File: config.mk
export PLATFORM = sky130hd
export DESIGN_NAME = alu_execute
export DESIGN_NICKNAME = d
export VERILOG_FILES = /design/src/source/core_pkg.sv /design/src/source/alu_execute.sv
export SDC_FILE = /design/constraint.sdc
export NUM_CORES = 1
export LEC_CHECK = 0
export ABC_CLOCK_PERIOD_IN_PS = 4300
export BUFFER_PORTS_ARGS = -buffer_cell sky130_fd_sc_hd__buf_4
export CELL_PAD_IN_SITES_DETAIL_PLACEMENT = 0
export CELL_PAD_IN_SITES_GLOBAL_PLACEMENT = 1
export CORE_MARGIN = 2
export CORE_UTILIZATION = 37
export CTS_CLUSTER_SIZE = 10
export DETAILED_ROUTE_END_ITERATION = 6
export PLACE_DENSITY = 0.85
export SLEW_MARGIN = 5
export SYNTH_ARGS = -nofsm -noshare
export SYNTH_HDL_FRONTEND = slang
export SYNTH_SLANG_ARGS = --single-unit
File: constraint.sdc
create_clock -name CLK -period 4.3 [get_ports CLK]
set_input_delay 0.86 -clock CLK [delete_from_list [all_inputs] [get_ports CLK]]
set_output_delay 0.86 -clock CLK [all_outputs]
set_load 0.01 [all_outputs]
File: src/source/core_pkg.sv
package core_pkg;

	// --------------------------------------------------
	// Widths and sizes

	typedef logic [31:0] word_t;
	typedef logic [4:0] reg_idx_t;
	typedef logic [7:0] mem_addr_t;
	typedef logic [2:0] alu_op_t;

	localparam int REG_COUNT = 2 ** $bits(reg_idx_t);
	localparam int MEM_WORDS = 2 ** $bits(mem_addr_t);

	localparam int INST_BUF_DEPTH = 4; // Also the input credits owned by the source after reset
	localparam int INST_PTR_W = $clog2(INST_BUF_DEPTH);

	localparam int RESULT_CREDITS_MAX = 2; // Slots in the consumer's buffer
	localparam int RESULT_CREDIT_W = $clog2(RESULT_CREDITS_MAX + 1);

	// --------------------------------------------------
	// Instruction encodings

	localparam alu_op_t ALU_ADD = 3'd0;
	localparam alu_op_t ALU_SUB = 3'd1;
	localparam alu_op_t ALU_AND = 3'd2;
	localparam alu_op_t ALU_OR = 3'd3;
	localparam alu_op_t ALU_XOR = 3'd4;
	localparam alu_op_t ALU_SLT = 3'd5;

	localparam logic [5:0] OP_RTYPE = 6'h00;
	localparam logic [5:0] OP_ADDIU = 6'h09;
	localparam logic [5:0] OP_LW = 6'h23;
	localparam logic [5:0] OP_SW = 6'h2b;

	localparam logic [5:0] FN_ADDU = 6'h21;
	localparam logic [5:0] FN_SUBU = 6'h23;
	localparam logic [5:0] FN_AND = 6'h24;
	localparam logic [5:0] FN_OR = 6'h25;
	localparam logic [5:0] FN_XOR = 6'h26;
	localparam logic [5:0] FN_SLT = 6'h2a;

	// --------------------------------------------------
	// Stage records

	typedef struct packed {
		logic valid;
		alu_op_t alu_op;
		word_t operand_a;
		word_t operand_b;
		word_t store_data;
		reg_idx_t dest;
		logic reg_write;
		logic mem_read;
		logic mem_write;
	} ex_req_t;

	typedef struct packed {
		logic valid;
		word_t alu_result; // Byte address for loads and stores
		word_t store_data;
		reg_idx_t dest;
		logic reg_write;
		logic mem_read;
		logic mem_write;
	} mem_req_t;

	typedef struct packed {
		logic valid;
		word_t alu_result;
		word_t read_data;
		reg_idx_t dest;
		logic reg_write;
		logic mem_to_reg;
	} wb_req_t;

	typedef struct packed {
		reg_idx_t dest;
		word_t value;
	} result_t;

	typedef struct packed {
		logic en;
		reg_idx_t dest;
		word_t value;
	} reg_write_t;

	typedef enum logic [1:0] {
		MEM_IDLE,
		MEM_WAIT,
		MEM_DONE
	} mem_state_t;

endpackage

File: src/source/alu_execute.sv
`timescale 1ns/10ps

module alu_execute
	import core_pkg::*;
(
	input logic CLK,
	input logic reset,
	input logic stall,
	input ex_req_t ex_req,
	output mem_req_t mem_req
);
	word_t alu_result;
	logic less_than;

	// --------------------------------------------------
	// ALU

	assign less_than = $signed(ex_req.operand_a) < $signed(ex_req.operand_b);

	always_comb begin
		case (ex_req.alu_op)
			ALU_ADD: begin
				alu_result = ex_req.operand_a + ex_req.operand_b;
			end
			ALU_SUB: begin
				alu_result = ex_req.operand_a - ex_req.operand_b;
			end
			ALU_AND: begin
				alu_result = ex_req.operand_a & ex_req.operand_b;
			end
			ALU_OR: begin
				alu_result = ex_req.operand_a | ex_req.operand_b;
			end
			ALU_XOR: begin
				alu_result = ex_req.operand_a ^ ex_req.operand_b;
			end
			ALU_SLT: begin
				alu_result = word_t'(less_than);
			end
			default: begin
				alu_result = '0;
			end
		endcase
	end

	// --------------------------------------------------
	// Stage register toward memory access

	always_ff @(posedge CLK) begin
		if (reset) begin
			mem_req.valid <= 1'b0;
		end else if (!stall) begin
			mem_req.valid <= ex_req.valid;
			mem_req.alu_result <= alu_result; // Doubles as the load or store address
			mem_req.store_data <= ex_req.store_data;
			mem_req.dest <= ex_req.dest;
			mem_req.reg_write <= ex_req.reg_write;
			mem_req.mem_read <= ex_req.mem_read;
			mem_req.mem_write <= ex_req.mem_write;
		end
	end

endmodule

Yosys cells after proc, flatten, opt, wreduce, memory -nomap -nowiden
Index checks and enable logic that the tools add are counted.
{"block": "word_totals", "input_bits": 111, "regBits": 73}
{"block": "op_classes", "n_lt_le_gt_ge": 1, "bitwise": 5, "reduce_logical": 2, "eq_ne": 5, "muxes": 1, "addsub": 2}
{"operator": "$pmux W32 S6", "n": 1}
{"operator": "$add A32 B32 Y32", "n": 1}
{"operator": "$and A32 B32 Y32", "n": 1}
{"operator": "$lt A32 B32 Y1", "n": 1}
{"operator": "$or A32 B32 Y32", "n": 1}
{"operator": "$sub A32 B32 Y32", "n": 1}
{"operator": "$xor A32 B32 Y32", "n": 1}
{"operator": "$eq A3 B2 Y1 const B", "n": 2}
{"operator": "$eq A3 B3 Y1 const B", "n": 2}
{"operator": "$eq A3 B1 Y1 const B", "n": 1}
{"operator": "$logic_not A3 Y1", "n": 1}
{"operator": "$not A1 Y1", "n": 2}
{"operator": "$reduce_and A2 Y1", "n": 1}

Logic depth before layout (Yosys ltp)
{"block": "logic_depth", "depth_word": 2, "ltp_mapped": 12, "mapped_depth_nobuf": 12}

Least setup slack after synthesis
No wires, ideal clock.
{"block": "synth_timing", "path_type": "in2reg", "start": "in reset", "end": "reg mem_req[0] in the netlist's numbering (enable)", "setup_slack_ns": -0.077, "path_stages": 1, "t_required_ns": 3.796, "path_buffers": 0, "arrival_time_ns": 3.873, "cell_sequence": "nor2_1"}
{"block": "synth_between", "elab_chain_len": 2}
{"item": "start: declaration", "line_no": "alu_execute.sv:7", "rtl": "input logic reset,"}
{"item": "$not A1 Y1 (no source line)"}
{"item": "$reduce_and A2 Y1 (no source line)"}
{"item": "end: declaration", "line_no": "alu_execute.sv:10", "rtl": "output mem_req_t mem_req"}
Every way passes these cells.
A chain may end at the register's enable or synchronous reset.

Worst setup path after layout
{"block": "layout_timing", "start": "in ex_req[51] in the netlist's numbering", "end": "reg mem_req[71] in the netlist's numbering, data pin"}
{"block": "layout_between", "elab_chain_len": 2, "word_cells_on_any_way": 3, "cone_classes": "add/sub: 2; mux: 1"}
{"item": "start: declaration", "line_no": "alu_execute.sv:9", "rtl": "input ex_req_t ex_req,"}
{"item": "$sub A32 B32 Y32 or $add A32 B32 Y32 (tied branches)", "line_no": "alu_execute.sv:26, alu_execute.sv:23"}
{"item": "$pmux W32 S6 *", "line_no": "alu_execute.sv:21", "rtl": "case (ex_req.alu_op)"}
{"item": "named net alu_result[31]", "line_no": "alu_execute.sv:12", "rtl": "word_t alu_result;"}
Mark *: on every way through the listed nets, which the timed path passes. The rest lies on a longest branch.

==> run_results.csv <==
group,metric,value,unit
detailed_routing,vias_per_cell,5.41,
placement,postPlaceCellArea,8960,µm²
yosys,ys_async_sr_fraction,0,%
timing,worst_slew_margin_rel,39.9,%
yosys,synth_commonest_cells,"ha_1 (101), inv_1 (91), edfxtp_1 (72), nor2_1 (69), nand2_1 (62)",
min_path,hold_depth,2,
worst_setup_path,arrival,3.61,ns
clock_tree,htree_levels,3,
yosys,synth-main-ff-cell,"edfxtp_1",
worst_setup_path,worstSetupPathType,"in -> reg",
power,p_switching,0.000857,W
worst_setup_path,reg2reg_from,"mem_req[72]$_SDFFE_PP0N_",
min_path,hold_end,"mem_req[72]$_SDFFE_PP0N_",
clock_tree,holdBufCountCts,0,
worst_setup_path,cp-end-kind,"register",
timing,fin_setup_tns,0,ns
yosys,syn_inst,862,
worst_setup_path,path_buf_inv,4,
clock_tree,clk_pin_slew_worst_paths,0.07,ns
timing,finalWorstPathRequiredPeriod,3.49,ns
clock_tree,clock_path_buffers,2,
die,dieArea,21000,µm²
final_layout,reg.largest.list,"mem_req: 73 flops",
final_layout,regMostFlops,"mem_req",
placement,dp_hpwl,16.5,mm
status,status,"finished, final reports clean",
worst_setup_path,rr_endpoint,"mem_req[72]$_SDFFE_PP0N_",
power,total_power,0.00261,W
clock_tree,cts_tree,"done",
min_path,hold_path_class,"reg -> reg",
timing,setup_viol,0,
final_layout,layout-drive-gt1-share,22.5,%
clock_tree,cts-root-buf,"clkbuf_16",
min_path,hold_start,"mem_req[72]$_SDFFE_PP0N_",
die,fp.dieW,145,µm
global_route,overflow,0,
yosys,syn_avg_cell_area,8.52,µm²
worst_setup_path,path_cells,"buf_4 -> inv_1 -> ha_1 -> buf_4 -> nor4_2 -> nand2b_1 -> inv_1 -> a31oi_1 -> o22a_1 -> o21ai_1 -> nor2_1 -> a311o_1 -> a32o_1",
power,powerDensity,281,nW/µm²
yosys,synth_area_leader_cell,"edfxtp_1",
worst_setup_path,ff2ff_path_depth,2,
yosys,synth_seq_cells,73,
global_route,grt_usage,20.3,%
yosys,synthTopCellsByArea,"edfxtp_1 (29%), ha_1 (17%), inv_1 (4.7%)",
power,pwr-share-comb,35.1,%
placement,port_buffers,183,
detailed_routing,drt_iter0_drc,543,
worst_setup_path,critPathMaxFanout,8,
yosys,synth_area,7340,µm²
yosys,synth_cell_types,77,
timing,timing.final.crit_share,81.2,%
power,vdd_drop_max,0.183,mV
final_layout,diodes,0,
power,p_clk_share,31.8,%
power,swShare,32.8,%
timing,final_hold_viol_count,0,
worst_setup_path,critPathLaunchType,"primary input",
global_route,grt_pass1_wl,33.7,mm
worst_setup_path,timing.critical_path.depth,13,
timing,skew,0,ns
clock_tree,cts.repair.resized,0,
worst_setup_path,cpPeakStageDelay,0.40,ns
global_route,grt_pass1_vias,6589,
timing,max_freq,286,MHz
yosys,synth_seq_area_share,29.7,%
die,rows,51,
detailed_routing,dr_total_vias,6969,
detailed_routing,routedWlPerCell,16.9,µm
worst_setup_path,cp_slowest_cell,"ha_1",
detailed_routing,dr.pass1.iters,6,
power,p_leak,4.13,nW
placement,pre_cts_ws,0.488,ns
final_layout,final_cells,1287,
yosys,yosysMostFrequentCell,"ha_1",
yosys,synth_edf_count,72,
final_layout,area_growth_syn_to_layout,26.3,%
timing,worst_pin_slew,0.899,ns
timing,slew_violations,0,
clock_tree,clock_latency,0.34,ns
power,p_seq_share,33.1,%
clock_tree,cts_sinks,73,
detailed_routing,ant_nets,0,
yosys,yosys_warnings,0,
final_layout,largest_reg_flops,73,
die,ios,184,
power,p_int,0.00175,W
worst_setup_path,cpLargestDelayFamily,"compound AO/OA/AOI/OAI gates",
timing,rsz0062_at_grt,"no",
die,core_area,19500,µm²
detailed_routing,drc,0,
global_route,grt_max_degree,59,
die,initial_utilization,37.7,%
placement,place_inst,1272,
worst_setup_path,rrSetupSlack,3.72,ns
job,drv_cap,0,
clock_tree,postCtsSetupRepairBufs,0,
timing,worst_slack,0.807,ns
detailed_routing,wirelength,21.8,mm
final_layout,fin_area,9280,µm²
yosys,netlist.area_leader.share,29.4,%
global_route,grt_antenna_before_repair,0,
worst_setup_path,critPathRequiredTime,4.41,ns
final_layout,nets,1232,
die,die-height,145,µm
yosys,syn-num-nets,1076,
clock_tree,cts_buffers,9,
placement,gp_congestion,0.891,
placed cells by master (no fill, tap or decap), types with 6 or more instances in the layout:
cell type	synthesis	final
a211oi_1	11	11
clkbuf_16	0	9
o22a_1	14	14
buf_4	0	197
o21ai_1	28	28
nor2b_1	6	6
o21ai_0	32	32
o21bai_1	7	7
nand4_1	8	8
a31oi_1	14	14
o22ai_1	14	14
a21oi_1	56	56
ha_1	101	101
o221ai_1	6	6
xnor2_1	21	21
o21a_1	6	6
nor2_1	69	68
edfxtp_1	72	72
o211ai_1	10	10
a22oi_1	22	22
nand2_1	62	62
nor3_1	15	15
inv_1	91	91
nand3_1	20	20
a21o_1	15	15
nand2b_1	15	15
power by group through the flow:
| stage | logic [W] | registers [W] | clock network [W] |
|---|---|---|---|
| floorplan | 0.000548 | 0.000909 | 0 |
| global placement | 0.000898 | 0.000879 | 0 |
| detailed placement | 0.000905 | 0.000880 | 0 |
| CTS | 0.000910 | 0.000865 | 0.000855 |
| global route | 0.00101 | 0.000871 | 0.000879 |
| finish | 0.000916 | 0.000864 | 0.000831 |
through the flow:
| step | hold WS [ns] | util (%) |
|---|---|---|
| 4_1_cts | 0.508 | 47.7 |
| 3_5_place_dp | 0.494 | 46.0 |
| 5_1_grt | 0.573 | 47.7 |
| 3_3_place_gp | 0.482 | 46.0 |
| 2_1_floorplan | 0.535 | - |
| 6_report | 0.502 | 47.7 |
logic make-up after synthesis:
logic type | synth area share [%]
flops | 29.7
xor+xnor | 2.98
fa+ha+maj | 17.8
simple gates | 13.9
mux | 0.835
buf+inv | 7.84
compound gates | 27.0
final cells by class:
cell class | instances | area, µm²
fillers | 1929 | 10200
multi-input cells | 642 | 4590
flip-flops and latches | 73 | 2180
repair buffers | 198 | 1500
inverters | 94 | 353
well taps | 265 | 332
clock buffers | 9 | 225
clock inverters | 6 | 92.6
worst register-to-register path: stages (launching register included):
cell,delay (ns)
dfxtp_1,0.31
mux2i_1,0.12
nor2_1,0.05
how the worst max path moves through the flow:
stage | from | end
final | ex_req[51] | mem_req[71]$_DFFE_PP_
after global routing | ex_req[51] | mem_req[71]$_DFFE_PP_
after CTS | ex_req[51] | mem_req[71]$_DFFE_PP_
after detailed placement | ex_req[51] | mem_req[71]$_DFFE_PP_
after global placement | ex_req[40] | mem_req[66]$_DFFE_PP_
after floorplan | ex_req[72] | mem_req[66]$_DFFE_PP_
routing by layer:
metal	routed length, µm	up-vias	GRT usage (%)
met4	341	0	5.57
li1	-	3425	-
met3	1540	21	3.82
met2	9840	253	32.4
met5	0	-	0
met1	10100	3270	28.2
Power figures use the tool's default switching activity.
