File: config.mk
export PLATFORM = sky130hd
export DESIGN_NAME = writeback_result
export DESIGN_NICKNAME = d
export VERILOG_FILES = /design/src/source/core_pkg.sv /design/src/source/writeback_result.sv
export SDC_FILE = /design/constraint.sdc
export NUM_CORES = 1
export LEC_CHECK = 0
export BUFFER_PORTS_ARGS = -buffer_cell sky130_fd_sc_hd__buf_2
export CORE_ASPECT_RATIO = 0.9
export CORE_MARGIN = 5
export CORE_UTILIZATION = 41
export CTS_BUF_LIST = sky130_fd_sc_hd__clkbuf_8 sky130_fd_sc_hd__clkbuf_16
export CTS_CLUSTER_DIAMETER = 200
export DETAILED_ROUTE_END_ITERATION = 8
export GPL_ROUTABILITY_DRIVEN = 0
export HOLD_SLACK_MARGIN = 0.06
export PLACE_DENSITY_LB_ADDON = 0.12
export SKIP_CTS_REPAIR_TIMING = 1
export SLEW_MARGIN = 15
export SYNTH_ARGS = -nofsm -noshare
export SYNTH_HDL_FRONTEND = slang
export SYNTH_SLANG_ARGS = --single-unit
File: constraint.sdc
create_clock -name CLK -period 5.64 [get_ports CLK]
set_input_delay 1.128 -clock CLK [delete_from_list [all_inputs] [get_ports CLK]]
set_output_delay 1.128 -clock CLK [all_outputs]
set_load 0.02 [all_outputs]
File: src/source/core_pkg.sv
package core_pkg;

	// --------------------------------------------------
	// Widths and sizes

	typedef logic [31:0] word_t;
	typedef logic [4:0] reg_idx_t;
	typedef logic [7:0] mem_addr_t;
	typedef logic [2:0] alu_op_t;

	localparam int REG_COUNT = 2 ** $bits(reg_idx_t);
	localparam int MEM_WORDS = 2 ** $bits(mem_addr_t);

	localparam int INST_BUF_DEPTH = 4; // Also the input credits owned by the source after reset
	localparam int INST_PTR_W = $clog2(INST_BUF_DEPTH);

	localparam int RESULT_CREDITS_MAX = 2; // Slots in the consumer's buffer
	localparam int RESULT_CREDIT_W = $clog2(RESULT_CREDITS_MAX + 1);

	// --------------------------------------------------
	// Instruction encodings

	localparam alu_op_t ALU_ADD = 3'd0;
	localparam alu_op_t ALU_SUB = 3'd1;
	localparam alu_op_t ALU_AND = 3'd2;
	localparam alu_op_t ALU_OR = 3'd3;
	localparam alu_op_t ALU_XOR = 3'd4;
	localparam alu_op_t ALU_SLT = 3'd5;

	localparam logic [5:0] OP_RTYPE = 6'h00;
	localparam logic [5:0] OP_ADDIU = 6'h09;
	localparam logic [5:0] OP_LW = 6'h23;
	localparam logic [5:0] OP_SW = 6'h2b;

	localparam logic [5:0] FN_ADDU = 6'h21;
	localparam logic [5:0] FN_SUBU = 6'h23;
	localparam logic [5:0] FN_AND = 6'h24;
	localparam logic [5:0] FN_OR = 6'h25;
	localparam logic [5:0] FN_XOR = 6'h26;
	localparam logic [5:0] FN_SLT = 6'h2a;

	// --------------------------------------------------
	// Stage records

	typedef struct packed {
		logic valid;
		alu_op_t alu_op;
		word_t operand_a;
		word_t operand_b;
		word_t store_data;
		reg_idx_t dest;
		logic reg_write;
		logic mem_read;
		logic mem_write;
	} ex_req_t;

	typedef struct packed {
		logic valid;
		word_t alu_result; // Byte address for loads and stores
		word_t store_data;
		reg_idx_t dest;
		logic reg_write;
		logic mem_read;
		logic mem_write;
	} mem_req_t;

	typedef struct packed {
		logic valid;
		word_t alu_result;
		word_t read_data;
		reg_idx_t dest;
		logic reg_write;
		logic mem_to_reg;
	} wb_req_t;

	typedef struct packed {
		reg_idx_t dest;
		word_t value;
	} result_t;

	typedef struct packed {
		logic en;
		reg_idx_t dest;
		word_t value;
	} reg_write_t;

	typedef enum logic [1:0] {
		MEM_IDLE,
		MEM_WAIT,
		MEM_DONE
	} mem_state_t;

endpackage

File: src/source/writeback_result.sv
`timescale 1ns/10ps

module writeback_result
	import core_pkg::*;
(
	input logic CLK,
	input logic reset,
	input wb_req_t wb_req,
	input logic result_credit,
	output logic stall_wb,
	output reg_write_t reg_write,
	output logic result_valid,
	output result_t result
);
	logic [RESULT_CREDIT_W-1:0] credits;
	logic has_result;
	logic send;
	word_t value;

	assign value = wb_req.mem_to_reg ? wb_req.read_data : wb_req.alu_result;
	assign has_result = wb_req.valid && wb_req.reg_write && (wb_req.dest != '0);
	assign send = has_result && (credits != '0);
	assign stall_wb = has_result && (credits == '0); // Hold the request until a credit returns

	// --------------------------------------------------
	// Output credits, result and register write

	always_ff @(posedge CLK) begin
		if (reset) begin
			credits <= RESULT_CREDIT_W'(RESULT_CREDITS_MAX);
			result_valid <= 1'b0;
			reg_write.en <= 1'b0;
		end else begin
			credits <= credits - RESULT_CREDIT_W'(send) + RESULT_CREDIT_W'(result_credit);
			result_valid <= send;
			reg_write.en <= send;
			if (send) begin
				result.dest <= wb_req.dest;
				result.value <= value;
				reg_write.dest <= wb_req.dest;
				reg_write.value <= value;
			end
		end
	end

	// The consumer never returns more credits than it has slots
	a_credit_bound: assert property (@(posedge CLK) disable iff (reset)
		credits <= RESULT_CREDITS_MAX)
		else $error("Output credit count above the consumer buffer size");

endmodule

# ---- After elaboration in Yosys (flattened, before gate mapping)
# Index checks and enable logic that the tools add are counted.
dict set report totals {
  regBits 40
}
dict set report op_classes {
  addsub 2
  n_mux 1
  n_bitwise 1
  reduce_logical 8
}
# op n
set ops {}
lappend ops {{2-to-1 mux 32 bit} 1}
lappend ops {{nonzero test 5 bit} 1}
lappend ops {{logical AND 1 bit} 4}
lappend ops {{adder 2 x 1 -> 2 bit} 1}
lappend ops {{logical NOT 2 bit} 1}
lappend ops {{AND reduction 2 bit} 1}
lappend ops {{nonzero test 2 bit} 1}
lappend ops {{subtractor 2 x 1 -> 2 bit} 1}
lappend ops {{NOT 1 bit} 1}

# ---- Longest topological paths before layout
# Gate-level depths: netlist of run 1.
dict set report depth {
  word_depth 5
  depth_mapped 7
  depth_no_buf 7
}

# ---- Worst setup path after synthesis of run 1
# OpenSTA, ideal clock, no wires.
dict set report synth_path {
  kind {input -> register}
  startpoint {input wb_req[1] in the netlist's numbering}
  endpoint {register result[0] in the netlist's numbering (enable)}
  setup_ns 0.488
  t_arrival_ns 4.068
  required_ns 5.152
  slack_ns 1.084
  stages 2
  n_path_buf 0
  path_cell_list {o211ai_1 a211oi_1}
}
dict set report synth_between {
  elab_chain_cells 4
}
# item line_no
set synth_rtl {}
lappend synth_rtl {{from (decl)} writeback_result.sv:8} ;# input wb_req_t wb_req,
lappend synth_rtl {{logical AND 1 bit (2 in series)} writeback_result.sv:21} ;# assign has_result = wb_req.valid && wb_req.reg_write && (wb_req.dest != '0);
lappend synth_rtl {{logical AND 1 bit} writeback_result.sv:22} ;# assign send = has_result && (credits != '0);
lappend synth_rtl {{AND reduction 2 bit (no source line)} -}
lappend synth_rtl {{to (decl)} writeback_result.sv:13} ;# output result_t result
# Every way passes these cells.
# A chain may end at the register's enable or synchronous reset.

# ---- Worst setup path after layout of run 1
dict set report layout_path {
  startpoint {input wb_req[4] in the netlist's numbering}
  endpoint {output stall_wb}
}
dict set report layout_between {
  elab_chain_cells 3
}
# item line_no
set layout_rtl {}
lappend layout_rtl {{nonzero test 5 bit} writeback_result.sv:21}
lappend layout_rtl {{logical AND 1 bit} writeback_result.sv:21}
lappend layout_rtl {{logical AND 1 bit} writeback_result.sv:23} ;# assign stall_wb = has_result && (credits == '0);
lappend layout_rtl {{to (decl)} writeback_result.sv:10} ;# output logic stall_wb,
# Every way passes these cells.

==> results.py, run 1 <==
metrics = {
    "clocking": {
        "path_clk_slew_ns": 0.07,
        "cts_tree": "done",
        "cts-buffers-inserted": 5,
        "clk_latency_ns": 0.28,
        "cts_root_buffer": "clkbuf_8",
        "cts_buffer_depth": 2,
        "clock_sinks": 40,
        "h-tree-depth": 2,
    },
    "global_routing": {
        "antenna_found_initial": 0,
        "grt_use_total": 0.121,
        "grt_pass1_wl_um": 6220,
        "grt_pass1_vias": 1334,
        "grt_start_max_net_pins": 33,
        "overflow": 0,
    },
    "logic_synthesis": {
        "syn_inst": 129,
        "synth_ff_type": "edfxtp_1",
        "yosysUniqueCellTypes": 17,
        "synth_seq_cells": 40,
        "synth_area_leaders": "edfxtp_1, mux2_4, buf_4, buf_12, dfxtp_1",
        "netlist.area_leader.share": 0.522,
        "synth.net_count": 206,
        "syn_avg_cell_area_um2": 16.5,
        "async_flop_share": 0,
        "syn_area_um2": 2130,
        "yosysMostFrequentCell": "buf_4",
        "synthTopCellsByCount": "buf_4, edfxtp_1, mux2_4",
        "seq_area_frac_synth": 0.550,
        "synth_edf_count": 37,
        "yosysWarnings": 0,
        "yosysTopAreaCell": "edfxtp_1",
    },
    "final_layout": {
        "insertedDiodeCount": 0,
        "syn2layout_area_growth_pct": 27.7,
        "fin_nets": 323,
        "drive_gt1_frac": 0.777,
        "multi_input_area_um2": 602,
        "fill_cells": 442,
        "seq_area_um2": 1170,
    },
    "setup_path": {
        "regToRegSetupSlack_ns": 3.51,
        "crit_path_max_fanout": 4,
        "worstPathCellList": "buf_2 > nor4_2 > a21oi_1 > buf_2",
        "arrival_ns": 2.07,
        "cp_common_cell": "buf_2",
        "max_stage_delay_ns": 0.52,
        "cp.required_ns": 4.51,
        "reg2reg_from": "credits[1]",
        "worstSetupPathType": "input port to output port",
        "slowest_stage": "nor4_2",
        "end_kind": "output port",
        "crit_path_start_kind": "input port",
        "worstRegToRegCells": 3,
        "r2r-end": "result[12]",
    },
    "timing": {
        "worstMarginPinSlew_ns": 1.01,
        "fin_crit_ns": 3.20,
        "whs_ns": 0.670,
        "slew_headroom": 0.324,
        "hold_violations": 0,
        "max_freq_mhz": 313,
        "fin_tns_setup_ns": 0,
        "skew_ns": 0.00389,
        "finalSetupViolations": 0,
        "final_max_slew_viol_count": 0,
        "grt_setup_unrepaired": "no",
        "fin_crit_sh": 0.567,
    },
    "pwr": {
        "irDropWorstVdd_mv": 0.113,
        "leakage_uw": 0.00133,
        "power_density_nw_per_um2": 253,
        "p_total_uw": 687,
    },
    "status": {
        "outcome": "finished clean",
    },
    "drt": {
        "drt-total-wl_um": 4220,
        "avgRoutedWirePerCell_um": 13.5,
        "antenna_left": 0,
        "viasPerCell": 4.31,
        "drc": 0,
        "dr.pass1.iters": 4,
        "vias": 1345,
        "first_iter_violations": 29,
    },
    "floorplanning": {
        "fp-row-count": 24,
        "io_pins": 152,
        "die_h_um": 78.4,
        "die_w_um": 85.9,
        "initial_core_util": 0.432,
        "dieArea_um2": 6730,
        "core_um2": 4920,
    },
    "min_path": {
        "min_path_type": "flip-flop to flip-flop",
        "min-delay-start": "credits[1]",
        "hold-path-cell-count": 2,
        "min_to": "credits[1]",
    },
    "job": {
        "maxCapViolCount": 0,
    },
    "placement": {
        "dpl.hpwl_um": 3430,
        "port_buffers": 151,
    },
}
-- layout make-up --
type                            count  area share
Tap cell                           65      0.0299
Sequential cell                    40       0.431
Timing Repair Buffer              152       0.281
Clock buffer                        6      0.0304
Multi-Input combinational cell     44       0.221
Inverter                            3     0.00414
Clock inverter                      2     0.00276
-- through the flow --
stage / setup WS, ns / instance area, um2 / utilization / cells
2_1_floorplan: 1.08 / 2130 / - / 129
3_3_place_gp: 2.44 / 2630 / 0.534 / 304
3_5_place_dp: 2.43 / 2630 / 0.534 / 304
4_1_cts: 2.43 / 2720 / 0.552 / 312
5_1_grt: 2.35 / 2720 / 0.552 / 312
6_report: 2.44 / 2720 / 0.552 / 312
-- layout by cell type, fill, tap and decap left out --
cell	synthesis	routed
inv_1	3	5
xnor3_1	1	1
buf_2	0	151
clkbuf_8	0	6
buf_4	38	1
a211oi_4	0	1
nor4_2	1	1
nand4bb_1	1	1
nor2b_1	1	1
o211ai_1	1	1
mux2_4	30	30
a21oi_1	2	2
dfxtp_1	3	3
nand2b_1	1	1
mux2_2	2	2
edfxtp_1	37	37
ha_1	2	2
a211oi_1	2	1
-- report_power, final --
group	internal [uW]	switching (uW)
Clock	96.0	87.5
Sequential	347	8.28
Combinational	76.2	72.1
Total	519	168
-- cell families (layout without fill, tap and decap cells) --
| group | Yosys count | count (layout) | synth area share |
|---|---|---|---|
| AOI/OAI and AO/OA | 5 | 5 | 0.0153 |
| xor gates and xnor gates | 1 | 1 | 0.0106 |
| adders and majority gates | 2 | 2 | 0.0118 |
| buffers and inverters | 45 | 163 | 0.173 |
| DFF | 40 | 40 | 0.550 |
| muxes | 32 | 32 | 0.222 |
| and+or+nand+nor | 4 | 4 | 0.0171 |
-- critical path: cells and delay by family --
| kind | cells | cell delay (ns) |
|---|---|---|
| buf+inv | 2 | 0.29 |
| compound gates | 1 | 0.13 |
| simple gates | 1 | 0.52 |
-- worst max path at each step --
stage | start | to | depth (start not counted)
after CTS | wb_req[4] | stall_wb | 4
after detailed placement | wb_req[4] | stall_wb | 4
after floorplan | wb_req[1] | result[0] | 2
after global placement | wb_req[4] | stall_wb | 4
final | wb_req[4] | stall_wb | 4
after global routing | wb_req[4] | stall_wb | 4
-- sequential cells by signal (all words and copies together), names as in the netlist --
name and count:
result 37, credits 2, result_valid 1
-- layer usage --
metal | up-vias | global-route usage | wire [um]
met2 | 87 | 0.203 | 2150
met4 | 0 | 0.0522 | 81
met1 | 592 | 0.136 | 1510
met5 | - | 0 | 0
li1 | 658 | - | -
met3 | 8 | 0.0482 | 471
Power figures use the tool's default switching activity.
==> run 2: changes to the inputs <==
--- a/config.mk
+++ b/config.mk
@@ -8,7 +8,7 @@
 export BUFFER_PORTS_ARGS = -buffer_cell sky130_fd_sc_hd__buf_2
 export CORE_ASPECT_RATIO = 0.9
 export CORE_MARGIN = 5
-export CORE_UTILIZATION = 41
+export CORE_UTILIZATION = 37
 export CTS_BUF_LIST = sky130_fd_sc_hd__clkbuf_8 sky130_fd_sc_hd__clkbuf_16
 export CTS_CLUSTER_DIAMETER = 200
 export DETAILED_ROUTE_END_ITERATION = 8
==> constraint.sdc (replaced) <==
create_clock -name CLK -period 2.8 [get_ports CLK]
set_input_delay 0.56 -clock CLK [delete_from_list [all_inputs] [get_ports CLK]]
set_output_delay 0.56 -clock CLK [all_outputs]
set_load 0.02 [all_outputs]
==> results.py, run 2 (synthesis results as in run 1) <==
metrics = {
    "status": {
        "outcome": "finished clean",
    },
    "floorplanning": {
        "die_h_um": 82.0,
        "dieArea_um2": 7370,
        "core_um2": 5630,
        "io_pins": 152,
        "fp-row-count": 26,
        "initial_core_util": 0.378,
        "die_w_um": 89.9,
    },
    "pwr": {
        "irDropWorstVdd_mv": 0.191,
        "leakage_uw": 0.00134,
        "p_total_uw": 1430,
        "power_density_nw_per_um2": 518,
    },
    "drt": {
        "drc": 0,
        "first_iter_violations": 5,
        "dr.pass1.iters": 4,
        "avgRoutedWirePerCell_um": 14.0,
        "drt-total-wl_um": 4460,
        "antenna_left": 0,
        "viasPerCell": 4.39,
        "vias": 1396,
    },
    "final_layout": {
        "final_cell_mix": "buf_2, edfxtp_1, mux2_4",
        "drive_gt1_frac": 0.782,
        "top_regs": "result: 37 flops, credits: 2 flops, result_valid: 1 flops",
        "syn2layout_area_growth_pct": 29.5,
        "seq_area_um2": 1170,
        "insertedDiodeCount": 0,
        "fill_cells": 515,
        "largest_reg_flops": 37,
        "layout_commonest_cell": "buf_2",
        "fin_nets": 324,
        "top_register": "result",
        "multi_input_area_um2": 602,
    },
    "timing": {
        "whs_ns": 0.466,
        "slew_headroom": 0.605,
        "finalSetupViolations": 0,
        "fin_crit_ns": 2.05,
        "fin_ws_ns": 0.748,
        "grt_setup_unrepaired": "no",
        "final_max_slew_viol_count": 0,
        "hold_violations": 0,
        "skew_ns": 0.00868,
        "worstMarginPinSlew_ns": 0.590,
        "fin_tns_setup_ns": 0,
        "max_freq_mhz": 487,
        "fin_crit_sh": 0.733,
    },
    "setup_path": {
        "worstRegToRegCells": 3,
        "reg2reg_from": "credits[1]",
        "crit_path_end": "stall_wb",
        "worstSetupPathType": "input port to output port",
        "crit_path_max_fanout": 4,
        "crit_path_start_kind": "input port",
        "arrival_ns": 1.49,
        "cp-startpoint": "wb_req[4]",
        "end_kind": "output port",
        "r2r-end": "result[20]",
        "regToRegSetupSlack_ns": 0.88,
        "cp.required_ns": 2.24,
    },
    "clocking": {
        "cts_root_buffer": "clkbuf_8",
        "cts_tree": "done",
        "clock_sinks": 40,
        "clk_latency_ns": 0.29,
        "path_clk_slew_ns": 0.07,
        "cts_buffer_depth": 2,
        "cts-buffers-inserted": 5,
        "h-tree-depth": 2,
    },
    "global_routing": {
        "grt_use_total": 0.114,
        "grt_start_max_net_pins": 27,
        "antenna_found_initial": 0,
        "overflow": 0,
        "grt_pass1_wl_um": 6510,
        "grt_pass1_vias": 1334,
    },
    "job": {
        "maxCapViolCount": 0,
    },
    "placement": {
        "dpl.hpwl_um": 3570,
        "port_buffers": 151,
        "post-place-ws_ns": 0.571,
    },
    "min_path": {
        "min_path_type": "input port to flip-flop",
    },
}
-- run 2: layer usage --
layer	routed length [um]	track usage	vias to the layer above
li1	-	-	662
met1	1650	0.130	636
met2	2220	0.188	91
met3	552	0.0522	7
met4	41	0.0446	0
met5	0	0	-
-- run 2: worst min-delay path by stage --
stage	startpoint	end	depth (start not counted)
6_report	wb_req[5]	result[35]	1
5_1_grt	wb_req[5]	result[35]	1
4_1_cts	wb_req[5]	result[35]	1
3_5_place_dp	credits[1]	credits[1]	2
3_3_place_gp	credits[1]	credits[1]	2
2_1_floorplan	credits[1]	credits[1]	2
-- run 2: metrics by stage --
step           instances  utilization  instance area, um2
2_1_floorplan        129            -                2130
4_1_cts              318        0.490                2760
3_5_place_dp         310        0.472                2660
6_report             318        0.490                2760
3_3_place_gp         310        0.472                2660
5_1_grt              318        0.490                2760
-- run 2: where the power goes --
part / internal [uW] / total, uW / switching (uW) / leakage (uW)
Combinational: 155 / 303 / 148 / 0.000925
Clock: 221 / 408 / 187 / 0.0000557
Sequential: 699 / 716 / 17.8 / 0.000363
-- run 2: critical path, cell delays in order --
cell     delay [ns]
buf_2          0.11
nor4_2         0.52
a21oi_1        0.13
buf_2          0.18
-- run 2: area by class of cell --
class	instances	area share
clock buffer	7	0.0350
clock inverter	1	0.00136
inverter	3	0.00409
multi-input combinational	44	0.218
sequential	40	0.425
tap	70	0.0318
timing repair buffer	153	0.284
